<file path="config.mk">
export PLATFORM = sky130hd
export DESIGN_NAME = mem_subsys
export DESIGN_NICKNAME = d
export VERILOG_FILES = /design/src/mem_pkg.sv /design/src/fetch_unit.sv /design/src/data_port.sv /design/src/mem_ctrl.sv /design/src/mem_subsys.sv
export SDC_FILE = /design/constraint.sdc
export NUM_CORES = 1
export LEC_CHECK = 0
export ABC_AREA = 1
export BUFFER_PORTS_ARGS = -buffer_cell sky130_fd_sc_hd__buf_4
export CORE_AREA = 2 2 167 169
export CTS_BUF_LIST = sky130_fd_sc_hd__clkbuf_4
export CTS_CLUSTER_DIAMETER = 40
export DETAILED_ROUTE_END_ITERATION = 7
export DIE_AREA = 0 0 169 171
export GPL_TIMING_DRIVEN = 1
export PLACE_DENSITY = 0.95
export SYNTH_ARGS = -nofsm -noshare
export SYNTH_HDL_FRONTEND = slang
export SYNTH_SLANG_ARGS = --single-unit
</file>
<file path="constraint.sdc">
create_clock -name clk_in -period 16.6 [get_ports clk_in]
set_clock_uncertainty 0.1 [all_clocks]
set_input_delay 3.32 -clock clk_in [delete_from_list [all_inputs] [get_ports clk_in]]
set_output_delay 3.32 -clock clk_in [all_outputs]
set_load 0.02 [all_outputs]
</file>
<file path="src/mem_pkg.sv">
// shared types and constants of the memory subsystem
// RTL and testbench refer to them by scoped names
package mem_pkg;

    localparam int ADDR_W = 32;
    localparam int DATA_W = 32;

    // load/store buffer entry tag, the "nick" of the core
    localparam int TAG_W = 4;

    // byte count of one transfer, 1 to 4
    localparam int CNT_W = 3;

    // address bits 17:16 of the uart region
    localparam logic [1:0] IO_SEL = 2'b11;

    typedef logic [ADDR_W-1:0] addr_t;
    typedef logic [DATA_W-1:0] word_t;
    typedef logic [TAG_W-1:0]  tag_t;
    typedef logic [CNT_W-1:0]  cnt_t;

    // access size as it comes from the load/store buffer
    typedef enum logic [1:0] {
        SIZE_BYTE = 2'd0,
        SIZE_HALF = 2'd1,
        SIZE_WORD = 2'd2
    } size_e;

    // one little-endian word, seen as byte lanes or as halves
    // byte 0 and half 0 sit in the low bits
    typedef union packed {
        logic [3:0][7:0]  b;
        logic [1:0][15:0] h;
    } mem_word_u;

endpackage

</file>
<file path="src/fetch_unit.sv">
// instruction fetch: keeps the pc, asks the memory controller for words
// and hands them downstream in program order, dropping wrong-path words
`timescale 1ns/1ps

module fetch_unit #(
    parameter mem_pkg::addr_t RESET_PC = 32'h0
) (
    input  logic           clk,
    input  logic           arst_n,
    input  logic           rdy,
    input  logic           jump_en,
    input  mem_pkg::addr_t jump_pc,
    input  logic           fetch_stall,
    input  logic           fetch_done,
    input  mem_pkg::word_t fetch_word,
    output logic           fetch_req,
    output mem_pkg::addr_t fetch_addr,
    output logic           inst_en,
    output mem_pkg::word_t inst,
    output mem_pkg::addr_t inst_pc
);

    mem_pkg::addr_t pc_q;
    mem_pkg::addr_t addr_q;
    mem_pkg::addr_t inst_pc_q;
    mem_pkg::word_t inst_q;
    logic           req_q;
    logic           stale_q;
    logic           inst_en_q;
    logic           issue;
    logic           accept;

    // a held word is taken at the same edge, so the slot is free on return
    assign issue  = !req_q && !fetch_stall && !jump_en;
    assign accept = fetch_done && !stale_q && !jump_en;

    always_ff @(posedge clk or negedge arst_n) begin
        if (!arst_n) begin
            pc_q      <= RESET_PC;
            req_q     <= 1'b0;
            stale_q   <= 1'b0;
            inst_en_q <= 1'b0;
        end else if (rdy) begin
            if (inst_en_q && !fetch_stall) begin
                inst_en_q <= 1'b0;
            end
            if (fetch_done) begin
                req_q   <= 1'b0;
                stale_q <= 1'b0;
            end else if (issue) begin
                req_q <= 1'b1;
            end
            if (accept) begin
                inst_en_q <= 1'b1;
                pc_q      <= addr_q + 32'd4;
            end
            // redirect flushes the held word and spoils the one in flight
            if (jump_en) begin
                pc_q      <= jump_pc;
                inst_en_q <= 1'b0;
                if (req_q && !fetch_done) begin
                    stale_q <= 1'b1;
                end
            end
        end
    end

    always_ff @(posedge clk) begin
        if (rdy) begin
            if (issue) begin
                addr_q <= pc_q;
            end
            if (accept) begin
                inst_q    <= fetch_word;
                inst_pc_q <= addr_q;
            end
        end
    end

    assign fetch_req  = req_q;
    assign fetch_addr = addr_q;
    assign inst_en    = inst_en_q;
    assign inst       = inst_q;
    assign inst_pc    = inst_pc_q;

endmodule

</file>
<file path="src/data_port.sv">
// data side of the memory controller for the load/store buffer
// holds one request, returns loads extended and tagged
`timescale 1ns/1ps

module data_port (
    input  logic               clk,
    input  logic               arst_n,
    input  logic               rdy,
    input  logic               ls_en,
    input  logic               ls_store,
    input  mem_pkg::size_e     ls_size,
    input  logic               ls_unsigned,
    input  mem_pkg::addr_t     ls_addr,
    input  mem_pkg::word_t     ls_wdata,
    input  mem_pkg::tag_t      ls_tag,
    output logic               ls_busy,
    output logic               ls_done,
    output mem_pkg::word_t     ls_rdata,
    output mem_pkg::tag_t      ls_done_tag,
    output logic               dm_req,
    output logic               dm_store,
    output mem_pkg::cnt_t      dm_count,
    output mem_pkg::addr_t     dm_addr,
    output mem_pkg::word_t     dm_wdata,
    input  logic               dm_done,
    input  mem_pkg::mem_word_u dm_word
);

    logic           busy_q;
    logic           req_q;
    logic           done_q;
    logic           store_q;
    logic           unsigned_q;
    mem_pkg::cnt_t  count_q;
    mem_pkg::addr_t addr_q;
    mem_pkg::word_t wdata_q;
    mem_pkg::tag_t  tag_q;
    mem_pkg::word_t rdata_q;
    mem_pkg::tag_t  done_tag_q;
    logic           take;
    mem_pkg::cnt_t  size_count;
    logic           sign_b;
    logic           sign_h;
    mem_pkg::word_t load_val;

    assign take = ls_en && !busy_q;

    // size code to byte count on the bus
    always_comb begin
        case (ls_size)
            mem_pkg::SIZE_BYTE: size_count = 3'd1;
            mem_pkg::SIZE_HALF: size_count = 3'd2;
            default:            size_count = 3'd4;
        endcase
    end

    assign sign_b = !unsigned_q && dm_word.b[0][7];
    assign sign_h = !unsigned_q && dm_word.h[0][15];

    // lb/lbu, lh/lhu and lw
    always_comb begin
        case (count_q)
            3'd1:    load_val = {{24{sign_b}}, dm_word.b[0]};
            3'd2:    load_val = {{16{sign_h}}, dm_word.h[0]};
            default: load_val = dm_word.b;
        endcase
    end

    always_ff @(posedge clk or negedge arst_n) begin
        if (!arst_n) begin
            busy_q <= 1'b0;
            req_q  <= 1'b0;
            done_q <= 1'b0;
        end else if (rdy) begin
            done_q <= dm_done;
            if (take) begin
                busy_q <= 1'b1;
                req_q  <= 1'b1;
            end else if (dm_done) begin
                busy_q <= 1'b0;
                req_q  <= 1'b0;
            end
        end
    end

    always_ff @(posedge clk) begin
        if (rdy) begin
            if (take) begin
                store_q    <= ls_store;
                unsigned_q <= ls_unsigned;
                count_q    <= size_count;
                addr_q     <= ls_addr;
                wdata_q    <= ls_wdata;
                tag_q      <= ls_tag;
            end
            if (dm_done) begin
                // stores report back with zero data
                rdata_q    <= store_q ? '0 : load_val;
                done_tag_q <= tag_q;
            end
        end
    end

    assign ls_busy     = busy_q;
    assign ls_done     = done_q;
    assign ls_rdata    = rdata_q;
    assign ls_done_tag = done_tag_q;
    assign dm_req      = req_q;
    assign dm_store    = store_q;
    assign dm_count    = count_q;
    assign dm_addr     = addr_q;
    assign dm_wdata    = wdata_q;

endmodule

</file>
<file path="src/mem_ctrl.sv">
// memory controller: puts fetch and data requests byte by byte on the
// serial memory bus, data side first, one transfer at a time
`timescale 1ns/1ps

module mem_ctrl (
    input  logic               clk,
    input  logic               arst_n,
    input  logic               rdy,
    input  logic               fetch_req,
    input  mem_pkg::addr_t     fetch_addr,
    output logic               fetch_done,
    output mem_pkg::word_t     fetch_word,
    input  logic               dm_req,
    input  logic               dm_store,
    input  mem_pkg::cnt_t      dm_count,
    input  mem_pkg::addr_t     dm_addr,
    input  mem_pkg::word_t     dm_wdata,
    output logic               dm_done,
    output mem_pkg::mem_word_u dm_word,
    input  logic [7:0]         mem_din,
    output logic [7:0]         mem_dout,
    output mem_pkg::addr_t     mem_a,
    output logic               mem_wr,
    input  logic               io_buffer_full
);

    typedef enum logic [1:0] {ST_IDLE, ST_BUSY, ST_WAIT, ST_DONE} state_e;

    state_e             state_q;
    logic               own_data_q;
    logic               store_q;
    mem_pkg::cnt_t      cnt_q;
    mem_pkg::cnt_t      idx_q;
    mem_pkg::addr_t     base_q;
    mem_pkg::mem_word_u wdata_q;
    mem_pkg::mem_word_u buf_q;
    logic               iss_rd_q;
    logic [1:0]         iss_lane_q;
    logic               rd_valid_q;
    logic [1:0]         rd_lane_q;
    logic               done_q;
    mem_pkg::addr_t     mem_a_q;
    logic [7:0]         mem_dout_q;
    logic               mem_wr_q;

    logic               take;
    logic               issuing;
    logic               cur_store;
    mem_pkg::cnt_t      cur_cnt;
    mem_pkg::cnt_t      cur_idx;
    mem_pkg::addr_t     cur_addr;
    mem_pkg::mem_word_u cur_wdata;
    mem_pkg::addr_t     iss_addr;
    logic               io_hold;
    logic               iss_last;
    mem_pkg::mem_word_u gathered;

    assign take    = (state_q == ST_IDLE) && (dm_req || fetch_req);
    assign issuing = take || (state_q == ST_BUSY);

    // in idle the new request drives the first byte directly
    always_comb begin
        if (state_q == ST_IDLE) begin
            cur_store = dm_req && dm_store;
            cur_cnt   = dm_req ? dm_count : mem_pkg::cnt_t'(4);
            cur_addr  = dm_req ? dm_addr : fetch_addr;
            cur_wdata = mem_pkg::mem_word_u'(dm_wdata);
            cur_idx   = '0;
        end else begin
            cur_store = store_q;
            cur_cnt   = cnt_q;
            cur_addr  = base_q;
            cur_wdata = wdata_q;
            cur_idx   = idx_q;
        end
    end

    assign iss_addr = cur_addr + mem_pkg::addr_t'(cur_idx);
    assign iss_last = (cur_idx == cur_cnt - mem_pkg::cnt_t'(1));

    // uart writes hold off while its buffer is full
    assign io_hold = cur_store && (iss_addr[17:16] == mem_pkg::IO_SEL) && io_buffer_full;

    // read byte lands one cycle after its address
    always_comb begin
        gathered = buf_q;
        if (rd_valid_q) begin
            gathered.b[rd_lane_q] = mem_din;
        end
    end

    always_ff @(posedge clk or negedge arst_n) begin
        if (!arst_n) begin
            state_q    <= ST_IDLE;
            own_data_q <= 1'b0;
            idx_q      <= '0;
            iss_rd_q   <= 1'b0;
            rd_valid_q <= 1'b0;
            done_q     <= 1'b0;
            mem_a_q    <= '0;
            mem_wr_q   <= 1'b0;
        end else if (rdy) begin
            rd_valid_q <= iss_rd_q;
            iss_rd_q   <= 1'b0;
            mem_wr_q   <= 1'b0;
            done_q     <= 1'b0;
            if (take) begin
                own_data_q <= dm_req;
            end
            if (issuing) begin
                mem_a_q <= iss_addr;
                if (io_hold) begin
                    idx_q   <= cur_idx;
                    state_q <= ST_BUSY;
                end else begin
                    mem_wr_q <= cur_store;
                    iss_rd_q <= !cur_store;
                    idx_q    <= cur_idx + mem_pkg::cnt_t'(1);
                    if (!iss_last) begin
                        state_q <= ST_BUSY;
                    end else if (cur_store) begin
                        // write done rides along with the last byte
                        state_q <= ST_DONE;
                        done_q  <= 1'b1;
                    end else begin
                        state_q <= ST_WAIT;
                    end
                end
            end else if (state_q == ST_WAIT) begin
                state_q <= ST_DONE;
                done_q  <= 1'b1;
            end else if (state_q == ST_DONE) begin
                state_q <= ST_IDLE;
            end
        end
    end

    always_ff @(posedge clk) begin
        if (rdy) begin
            if (take) begin
                store_q <= cur_store;
                cnt_q   <= cur_cnt;
                base_q  <= cur_addr;
                wdata_q <= cur_wdata;
            end
            if (issuing && !io_hold) begin
                mem_dout_q <= cur_wdata.b[cur_idx[1:0]];
                iss_lane_q <= cur_idx[1:0];
            end
            rd_lane_q <= iss_lane_q;
            if (rd_valid_q) begin
                buf_q <= gathered;
            end
        end
    end

    assign fetch_done = done_q && !own_data_q;
    assign dm_done    = done_q && own_data_q;
    assign fetch_word = gathered.b;
    assign dm_word    = gathered;
    assign mem_a      = mem_a_q;
    assign mem_dout   = mem_dout_q;
    assign mem_wr     = mem_wr_q;

endmodule

</file>
<file path="src/mem_subsys.sv">
// memory side of the rv32i core: fetch unit and data port sharing
// the byte-wide memory bus through one controller
`timescale 1ns/1ps

module mem_subsys #(
    parameter mem_pkg::addr_t RESET_PC = 32'h0
) (
    input  logic           clk_in,
    input  logic           arst_n,
    input  logic           rdy,

    // instruction stream
    input  logic           jump_en,
    input  mem_pkg::addr_t jump_pc,
    input  logic           fetch_stall,
    output logic           inst_en,
    output mem_pkg::word_t inst,
    output mem_pkg::addr_t inst_pc,

    // load/store buffer
    input  logic           ls_en,
    input  logic           ls_store,
    input  mem_pkg::size_e ls_size,
    input  logic           ls_unsigned,
    input  mem_pkg::addr_t ls_addr,
    input  mem_pkg::word_t ls_wdata,
    input  mem_pkg::tag_t  ls_tag,
    output logic           ls_busy,
    output logic           ls_done,
    output mem_pkg::word_t ls_rdata,
    output mem_pkg::tag_t  ls_done_tag,

    // memory bus
    input  logic [7:0]     mem_din,
    output logic [7:0]     mem_dout,
    output mem_pkg::addr_t mem_a,
    output logic           mem_wr,
    input  logic           io_buffer_full
);

    logic               fetch_req;
    mem_pkg::addr_t     fetch_addr;
    logic               fetch_done;
    mem_pkg::word_t     fetch_word;
    logic               dm_req;
    logic               dm_store;
    mem_pkg::cnt_t      dm_count;
    mem_pkg::addr_t     dm_addr;
    mem_pkg::word_t     dm_wdata;
    logic               dm_done;
    mem_pkg::mem_word_u dm_word;

    fetch_unit #(
        .RESET_PC(RESET_PC)
    ) fetch_unit_i (
        .clk        (clk_in),
        .arst_n     (arst_n),
        .rdy        (rdy),
        .jump_en    (jump_en),
        .jump_pc    (jump_pc),
        .fetch_stall(fetch_stall),
        .fetch_done (fetch_done),
        .fetch_word (fetch_word),
        .fetch_req  (fetch_req),
        .fetch_addr (fetch_addr),
        .inst_en    (inst_en),
        .inst       (inst),
        .inst_pc    (inst_pc)
    );

    data_port data_port_i (
        .clk        (clk_in),
        .arst_n     (arst_n),
        .rdy        (rdy),
        .ls_en      (ls_en),
        .ls_store   (ls_store),
        .ls_size    (ls_size),
        .ls_unsigned(ls_unsigned),
        .ls_addr    (ls_addr),
        .ls_wdata   (ls_wdata),
        .ls_tag     (ls_tag),
        .ls_busy    (ls_busy),
        .ls_done    (ls_done),
        .ls_rdata   (ls_rdata),
        .ls_done_tag(ls_done_tag),
        .dm_req     (dm_req),
        .dm_store   (dm_store),
        .dm_count   (dm_count),
        .dm_addr    (dm_addr),
        .dm_wdata   (dm_wdata),
        .dm_done    (dm_done),
        .dm_word    (dm_word)
    );

    mem_ctrl mem_ctrl_i (
        .clk           (clk_in),
        .arst_n        (arst_n),
        .rdy           (rdy),
        .fetch_req     (fetch_req),
        .fetch_addr    (fetch_addr),
        .fetch_done    (fetch_done),
        .fetch_word    (fetch_word),
        .dm_req        (dm_req),
        .dm_store      (dm_store),
        .dm_count      (dm_count),
        .dm_addr       (dm_addr),
        .dm_wdata      (dm_wdata),
        .dm_done       (dm_done),
        .dm_word       (dm_word),
        .mem_din       (mem_din),
        .mem_dout      (mem_dout),
        .mem_a         (mem_a),
        .mem_wr        (mem_wr),
        .io_buffer_full(io_buffer_full)
    );

endmodule

</file>
==> metrics <==
gr ovfl total 0; initial antenna violation count 1; internal power of the cells around 2000 uW; CP peak stage delay roughly 340 ps; Mapped Cells around 1,600; Worst VDD drop about 0.11 mV; Gate power share 0.303; largest net degree at the start of global routing 84; share of layout cells above drive strength 1 0.262; CTS tree yes; DR DRC count 0; Place WS 11,000 ps; WL/cell between 15 and 20 microns; WP data required around 13,000 ps; Unique masters post-synth 48; Setup Viol. Count Final 0; root buffer cell clkbuf_4; Starting Density 0.627; minimum clock period after layout between 4000 and 5000 ps; Layout area overhead 19.9%; CP max-delay cell buf_4; most common cell in the netlist nand2_1; relative slew slack 0.276; worst skew pair latency between 700 and 800 ps; post-synth top area share 0.556; Yosys Warn Count 0; crit-path max FO 31; wirelength, routed ~43 mm; Final #Nets roughly 2,000; syn_area_per_cell between 10 and 15 sq um; MaxCap Viol Count 0; ys async rst share 0.199; unrepaired setup endpoints after global routing no; Die Ht 171 microns; CTS-repair resized insts 0; WP data arrival 1570 ps; Post-Syn Nets ~1,700; Post-synth top cells nand2_1, edfxtp_1, inv_1; Hold Slack between 300 and 400 ps; Setup Fix Bufs, Post-CTS 0; Finished Layout Cells between 2,000 and 2,500; actual slew at the worst max-slew pin approximately 1100 ps; post-DP HPWL 29.6 mm; clock power share 0.252; First DRT Iteration DRCs between 1,500 and 2,000; Die W 169 microns; H-tree depth 3; Routed Antenna Nets 0; first-pass GRT wire length 66.2 mm; die area approximately 29,000 sq um; Setup crit start kind register; Final WS setup 11,610 ps; sequential element share of the synthesized area 0.671; CP Capture Type primary output; Hold Vio Cnt, Final 0; Tightest Hold Check Type register to register; area of the multi-input gates roughly 4800 sq um; io pins 263; cell mode on critical path buf_4; total power approximately 3100 uW; Global Route Usage Sum 0.297; DR pass1 iterations 7; switching power share of the total 0.359; total CTS buffers 93; Most used DFF post-synth edfxtp_1; Synth Register Bits just under 400; vias per cell approximately 5.6; CP delay by family, top buffers and inverters; cells along the critical path buf_4 > buf_4; fmax between 0.2 and 0.25 GHz; Vias 13,000; Post-synth EDFFs 317; Bufs and invs on worst path 2; Fillers between 1,500 and 2,000; routability cong. around 0.94; pwr dens 152 nW/um^2; Setup TNS Final 0 ps; Critical Setup Path Class register to primary output; Reg area approximately 11,000 sq um; static leakage 0.00885 uW; outcome finished, final reports clean; hold buffer count at CTS 0; Clock Sinks approximately 400; post-synth top area cell edfxtp_1; placed cell count 2,137; I/O Buffers between 200 and 300; Rows just over 60; Seq pwr share 0.445; post-route clock period utilization 0.301; top post-synthesis cells by area edfxtp_1, dfrtp_1, nand2_1, inv_1, o21ai_0; clock-pin slew on the worst setup and hold paths about 70 ps; Slew Viols, Final 0; vias in the first global route about 13,000; core area between 20,000 and 30,000 sq um; Post-Syn Area between 15,000 and 20,000 sq um; CTS max path bufs 3; Psw ~1100 uW
-- logic make-up after synthesis --
family / Yosys count / synth area share
xor gates and xnor gates: 33 / 0.0169
and+or+nand+nor: 705 / 0.176
muxes: 8 / 0.00467
buffers and inverters: 211 / 0.0521
adders and majority gates: 7 / 0.00555
DFF: 396 / 0.671
AOI/OAI and AO/OA: 216 / 0.0735
-- cells in the final DEF (no fill, tap or decap), types with 20 or more instances in the layout --
master | netlist | layout
o21ai_0 | 98 | 98
clkbuf_4 | 0 | 139
edfxtp_1 | 317 | 317
clkinv_1 | 3 | 25
xor2_1 | 23 | 23
a21oi_1 | 51 | 51
buf_4 | 0 | 272
nor2_1 | 106 | 104
nor3_1 | 21 | 20
nand3_1 | 45 | 45
inv_1 | 139 | 139
nand2_1 | 448 | 448
dfrtp_1 | 79 | 79
-- power by group through the flow --
| stage | sequential (uW) | clock [uW] | combinational, uW |
|---|---|---|---|
| 6_report | 1390 | 788 | 950 |
| 3_5_place_dp | 1410 | 0 | 934 |
| 5_1_grt | 1410 | 845 | 1040 |
| 4_1_cts | 1390 | 799 | 941 |
| 3_3_place_gp | 1400 | 0 | 888 |
| 2_1_floorplan | 1460 | 0 | 587 |
-- stage by stage --
stage,util,instance area (sq um)
6_report,0.752,20500
3_5_place_dp,0.707,19300
3_3_place_gp,0.707,19300
2_1_floorplan,-,17100
4_1_cts,0.752,20500
5_1_grt,0.752,20500
-- per-layer routing --
| layer | wire [microns] | vias to the layer above | GRT usage |
|---|---|---|---|
| met5 | 0 | - | 0 |
| met1 | 16900 | 6094 | 0.395 |
| li1 | - | 5987 | - |
| met3 | 4510 | 121 | 0.0722 |
| met2 | 20300 | 809 | 0.473 |
| met4 | 1590 | 0 | 0.130 |
-- worst register-to-register path: cells and delay by family (launching register included) --
kind	cells	cell delay, ps
DFF	1	440
buffers and inverters	4	1560
and+or+nand+nor	12	1830
adders and majority gates	2	490
-- path summary, 6_finish.rpt --
| check | start | to | slack (ps) | cells past startpoint |
|---|---|---|---|---|
| setup / recovery | data_port_i.dm_req$_DFFE_PN0P_ | ls_busy | 11610 | 2 |
| hold / removal | data_port_i.tag_q[1]$_DFFE_PP_ | data_port_i.ls_done_tag[1]$_DFFE_PP_ | 300 | 0 |
| setup reg to reg | mem_ctrl_i.state_q[1]$_DFFE_PN0P_ | mem_ctrl_i.mem_dout[0]$_DFFE_PP_ | 11870 | 18 |
| hold reg to reg | data_port_i.tag_q[1]$_DFFE_PP_ | data_port_i.ls_done_tag[1]$_DFFE_PP_ | 300 | 0 |
| max in group asynchronous | arst_n | mem_ctrl_i.done_q$_DFFE_PN0P_ | 12980 | 1 |
| min in group asynchronous | arst_n | mem_ctrl_i.mem_a[25]$_DFFE_PN0P_ | 2620 | 1 |
-- registers in the layout, indices dropped and copies added, names as in the netlist, 2 cells and up --
register                 count
mem_ctrl_i.buf_q            32
fetch_unit_i.pc_q           32
data_port_i.ls_rdata        32
data_port_i.tag_q            4
data_port_i.ls_done_tag      4
data_port_i.dm_count         3
data_port_i.dm_wdata        32
mem_ctrl_i.idx_q             3
mem_ctrl_i.mem_a            32
fetch_unit_i.inst           32
fetch_unit_i.inst_pc        32
fetch_unit_i.fetch_addr     32
mem_ctrl_i.state_q           2
data_port_i.dm_addr         32
mem_ctrl_i.iss_lane_q        2
mem_ctrl_i.wdata_q          32
mem_ctrl_i.rd_lane_q         2
mem_ctrl_i.base_q           32
mem_ctrl_i.cnt_q             3
mem_ctrl_i.mem_dout          8
-- cell type report --
class                      instances  share of cell area
sequential                       396               0.560
multi-input combinational        969               0.232
timing repair buffer             272              0.0994
clock buffer                     139              0.0508
inverter                         154              0.0281
tap                              346              0.0211
clock inverter                    35             0.00877
antenna                            1            0.000122
Power figures use the tool's default switching activity.
